### config.mk
export PLATFORM = sky130hd
export DESIGN_NAME = lsu_axi
export DESIGN_NICKNAME = d
export VERILOG_FILES = /design/src/lsu_pkg.sv /design/src/lsu_lane_steer.sv /design/src/lsu_axi.sv
export SDC_FILE = /design/constraint.sdc
export NUM_CORES = 1
export LEC_CHECK = 0
export BUFFER_PORTS_ARGS = -buffer_cell sky130_fd_sc_hd__clkbuf_2
export CORE_ASPECT_RATIO = 0.6
export CORE_MARGIN = 2
export CORE_UTILIZATION = 43
export CTS_CLUSTER_SIZE = 25
export DETAILED_ROUTE_END_ITERATION = 10
export PLACE_DENSITY = 0.9
export SETUP_SLACK_MARGIN = 0.1
export SYNTH_ARGS = -nofsm -noshare
export SYNTH_HDL_FRONTEND = slang
export SYNTH_SLANG_ARGS = --single-unit
### constraint.sdc
create_clock -name clock -period 6.25 [get_ports clock]
set_clock_uncertainty 0.05 [all_clocks]
set_input_delay 1.25 -clock clock [delete_from_list [all_inputs] [get_ports clock]]
set_output_delay 1.25 -clock clock [all_outputs]
set_load 0.02 [all_outputs]
### src/lsu_pkg.sv
`default_nettype none

package lsu_pkg;

  //////////////////////////////////////////////////////////////////////
  // Bus widths
  //////////////////////////////////////////////////////////////////////

  // Data bus width in bits.
  localparam int data_width = 32;

  // Byte address width.
  localparam int addr_width = 32;

  // One strobe bit per byte lane.
  localparam int strb_width = data_width / 8;

  //////////////////////////////////////////////////////////////////////
  // Access size
  //////////////////////////////////////////////////////////////////////

  typedef enum logic [1:0] {
    size_byte = 2'd0,
    size_half = 2'd1,
    size_word = 2'd2
  } size_t;

  //////////////////////////////////////////////////////////////////////
  // Memory defaults
  //////////////////////////////////////////////////////////////////////

  localparam int default_mem_words = 1024;

  // Wait cycles before the memory answers. Must be at least one.
  localparam int default_latency = 2;

endpackage

`default_nettype wire

### src/lsu_lane_steer.sv
`default_nettype none

module lsu_lane_steer (
  input  logic [1:0]                    addr_low,
  input  lsu_pkg::size_t                size,
  input  logic                          sext,
  input  logic [lsu_pkg::data_width-1:0] wsrc,
  input  logic [lsu_pkg::data_width-1:0] rdata,
  output logic [lsu_pkg::data_width-1:0] wdata,
  output logic [lsu_pkg::strb_width-1:0] wstrb,
  output logic [lsu_pkg::data_width-1:0] load_value
);

  // Bit offset of the addressed byte lane.
  logic [4:0]                     shift;
  logic [lsu_pkg::data_width-1:0] shifted;

  assign shift   = {addr_low, 3'b000};
  assign shifted = rdata >> shift;

  // Store side.
  always_comb begin
    case (size)
      lsu_pkg::size_byte: begin
        wdata = {{(lsu_pkg::data_width - 8){1'b0}}, wsrc[7:0]} << shift;
        wstrb = 4'b0001 << addr_low;
      end
      lsu_pkg::size_half: begin
        wdata = {{(lsu_pkg::data_width - 16){1'b0}}, wsrc[15:0]} << shift;
        wstrb = 4'b0011 << addr_low;
      end
      default: begin
        wdata = wsrc;
        wstrb = '1;
      end
    endcase
  end

  // Load side. The sign comes from the selected data.
  always_comb begin
    case (size)
      lsu_pkg::size_byte: begin
        load_value = {{(lsu_pkg::data_width - 8){sext & shifted[7]}}, shifted[7:0]};
      end
      lsu_pkg::size_half: begin
        load_value = {{(lsu_pkg::data_width - 16){sext & shifted[15]}}, shifted[15:0]};
      end
      default: begin
        load_value = rdata;
      end
    endcase
  end

endmodule

`default_nettype wire

### src/lsu_axi.sv
`default_nettype none

module lsu_axi (
  input  logic                           clock,
  input  logic                           reset,
  // Core side.
  input  logic                           ren,
  input  logic                           wen,
  input  logic [lsu_pkg::addr_width-1:0] addr,
  input  lsu_pkg::size_t                 size,
  input  logic                           sext,
  input  logic [lsu_pkg::data_width-1:0] wsrc,
  output logic [lsu_pkg::data_width-1:0] mem_rdata,
  output logic                           read_done,
  output logic                           write_done,
  // Read channels.
  output logic [lsu_pkg::addr_width-1:0] araddr,
  output logic                           arvalid,
  input  logic                           arready,
  input  logic [lsu_pkg::data_width-1:0] rdata,
  input  logic                           rvalid,
  output logic                           rready,
  // Write channels.
  output logic [lsu_pkg::addr_width-1:0] awaddr,
  output logic                           awvalid,
  input  logic                           awready,
  output logic [lsu_pkg::data_width-1:0] wdata,
  output logic [lsu_pkg::strb_width-1:0] wstrb,
  output logic                           wvalid,
  input  logic                           wready,
  input  logic                           bvalid,
  output logic                           bready
);

  typedef enum logic [2:0] {
    st_idle,
    st_read_addr,
    st_read_data,
    st_write_addr,
    st_write_data,
    st_write_resp,
    st_done
  } state_t;

  state_t                         state;
  logic                           write_op;
  logic [lsu_pkg::data_width-1:0] load_value;

  lsu_lane_steer u_lsu_lane_steer (
    .addr_low   (addr[1:0]),
    .size       (size),
    .sext       (sext),
    .wsrc       (wsrc),
    .rdata      (rdata),
    .wdata      (wdata),
    .wstrb      (wstrb),
    .load_value (load_value)
  );

  // The bus sees word addresses. Lanes come from the strobes.
  assign araddr = {addr[lsu_pkg::addr_width-1:2], 2'b00};
  assign awaddr = {addr[lsu_pkg::addr_width-1:2], 2'b00};

  //////////////////////////////////////////////////////////////////////
  // Access FSM
  //////////////////////////////////////////////////////////////////////

  always_ff @(posedge clock) begin
    if (reset) begin
      state    <= st_idle;
      write_op <= 1'b0;
    end else begin
      case (state)
        st_idle: begin
          // Write wins when both strobes arrive together.
          if (wen) begin
            state    <= st_write_addr;
            write_op <= 1'b1;
          end else if (ren) begin
            state    <= st_read_addr;
            write_op <= 1'b0;
          end
        end
        st_read_addr:  if (arready) state <= st_read_data;
        st_read_data:  if (rvalid) state <= st_done;
        st_write_addr: if (awready) state <= st_write_data;
        st_write_data: if (wready) state <= st_write_resp;
        st_write_resp: if (bvalid) state <= st_done;
        default:       state <= st_idle;
      endcase
    end
  end

  // Each handshake signal is live in its own phase only.
  assign arvalid = (state == st_read_addr);
  assign rready  = (state == st_read_data);
  assign awvalid = (state == st_write_addr);
  assign wvalid  = (state == st_write_data);
  assign bready  = (state == st_write_resp);

  assign read_done  = (state == st_done) && !write_op;
  assign write_done = (state == st_done) && write_op;

  // Load result is held until the next load completes.
  always_ff @(posedge clock) begin
    if (rready && rvalid) begin
      mem_rdata <= load_value;
    end
  end

endmodule

`default_nettype wire

==> flow_summary.toml <==
[global_routing]
antenna_found_initial = 0
grt_pass1_wl_um = 14620
grt_pass1_vias = 2787
grt_max_degree = 82
overflow = 0
grt_usage_pct = 23.42

[worst_setup_path]
crit_required_ns = 4.95
crit_chain = "clkbuf_2 > nor2_1 > a22oi_1 > o21ai_0 > clkbuf_2"
critPathCaptureType = "primary output"
crit_path_frequent_cell = "clkbuf_2"
path_max_fanout = 42
reg2reg_depth = 3
cp-start-kind = "primary input"
max_stage_delay_ns = 1.06
crit_arrival_ns = 3.56
path_class = "in2out"
critPathSlowestCell = "nor2_1"

[timing]
setup_viol = 0
relSlewSlack_pct = 27.73
hold_viol = 0
worstMarginPinSlew_ns = 1.080
rsz0062_at_grt = "false"
finalCriticalPeriod_ns = 4.860
slew_viol_final = 0
fin_crit_sh_pct = 77.76
setup_tns_ns = 0
fmax_mhz = 205.8

[synth]
synth_ff_type = "edfxtp_1"
syn_area_per_cell_um2 = 8.429
synth.top_cell.area_share_pct = 30.98
ys_ff_latch = 36
yosysMostFrequentCell = "buf_4"
ys_seq_area_share_pct = 33.56
syn-instance-count = 368
yosys_warnings = 0
synth_async_sr_flop_share_pct = 0
synth.distinct_cells = 38
synthTopCellsByArea = "edfxtp_1, buf_4, a22oi_1, o21ai_0, mux2i_1"
yosys.area.top_type = "edfxtp_1"
synth_edf_count = 32
synth_commonest_cells = "buf_4, edfxtp_1, o21ai_0, nand2_1, nor2_1"
synth_area_mm2 = 0.003102

[clock_network]
clk_pin_slew_ns = 0.05
tritoncts = "done"
post-cts-setup-buffer-count = 0
clockBufferDepth = 2
cts_sinks = 36
cts_buffers = 5
root_buffer = "clkbuf_16"
htreeDepth = 2
cts_hold_buffers = 0
cts-resized-gates = 0
insertion_delay_ns = 0.27

[floorplanning]
start_util_pct = 45.48
rows = 23
core_area_mm2 = 0.006820
ioPinCount = 247
fp.dieW_um = 113.6
die_height_um = 69.79
dieArea_mm2 = 0.007931

[finish]
insertedDiodeCount = 0
post_route_cells_drive_above_1_share_pct = 37.84
finalNetCount = 551
final_cells = 531
fin_util_pct = 52.05
layout-area-overhead-vs-synth_pct = 14.44

[power_and_ir_drop]
ir_worst_vdd_mv = 0.1283
power_density_mw_per_mm2 = 253.3
cellLeakagePower_nw = 1.728
p_total_uw = 899.2

[run]
maxCapViolCount = 0

[route]
drt_wl_total_um = 9466
route.detailed.wl_per_inst_um = 17.83
first_pass_iters = 5
vias_per_cell = 5.571
vias = 2958
route.detailed.drc = 0
drt_iter0_drc = 331
antenna_left = 0

[status]
status = "finished clean"

[place]
gp_congestion = 1.008
post-dp-hpwl_um = 7349
post-place-cells = 523
io_buffers = 152

[hold_path]
hp-class = "reg2reg"
hold_depth = 2
==> final cells by class <==
type | count | area (um2)
clock buffers | 7 | 132.6
clock inverters | 1 | 5.005
fillers | 658 | 3271
inverters | 13 | 48.80
multi-input cells | 232 | 1430
flip-flops and latches | 36 | 1041
well taps | 87 | 108.9
repair buffers | 155 | 783.3
==> stage by stage <==
stage / hold WS (ns) / area (um2) / worst slack [ns]
finish: 0.5080 / 3550 / 1.390
detailed placement: 0.5024 / 3412 / 1.447
global placement: 0.4583 / 3412 / 1.652
CTS: 0.5146 / 3550 / 1.435
global route: 0.5414 / 3550 / 1.214
floorplan: 0.4377 / 3113 / 2.233
==> critical path: cells and delay by family <==
kind / cells / cell delay, ns
buf+inv: 2 / 0.75
compound gates: 2 / 0.47
simple gates: 1 / 1.06
==> cells by family (layout without fill, tap and decap cells) <==
family                 Yosys count  count (layout)  synth area share, %
DFF                             36              36                33.56
buffers and inverters          103             176                20.86
and+or+nand+nor                102             102                16.46
other                            1               4               0.1209
AOI/OAI and AO/OA              109             109                23.03
muxes                           17              17                5.970
==> cell usage in the layout (no fill, tap or decap), types with 5 or more instances in the layout <==
cell / n
nand2_1: 29
a221oi_1: 7
and2_1: 8
inv_1: 13
nand2b_1: 10
clkbuf_2: 152
a21oi_1: 18
clkbuf_16: 5
and3_1: 8
mux2i_1: 14
nor2_1: 27
nor2b_1: 6
o21ai_0: 32
a22oi_1: 25
a21o_1: 16
edfxtp_1: 32
==> path summary, 6_finish.rpt <==
path         startpoint  slack [ns]            to
max             addr[0]        1.39     wdata[27]
min reg2reg    write_op        0.51      write_op
max reg2reg    state[1]        4.51  mem_rdata[8]
min            write_op        0.51      write_op
==> flip-flops by register name (all words and copies together), names as in the netlist <==
signal	cells
write_op	1
mem_rdata	32
state	3
==> where the power goes <==
part | total [mW] | internal [mW] | switching, mW | leakage, nW
registers | 0.346 | 0.313 | 0.0323 | 0.327
logic | 0.321 | 0.114 | 0.206 | 1.33
clock network | 0.233 | 0.147 | 0.0858 | 0.0679
==> per-layer routing <==
layer	global-route usage, %	vias to the layer above	share of wire (%)
met5	0	-	0
met3	9.091	23	12
met4	5.420	0	1.8
met2	33.33	179	42
met1	33.33	1360	44
li1	-	1396	-
No activity file was read; power rests on OpenSTA's default activity.
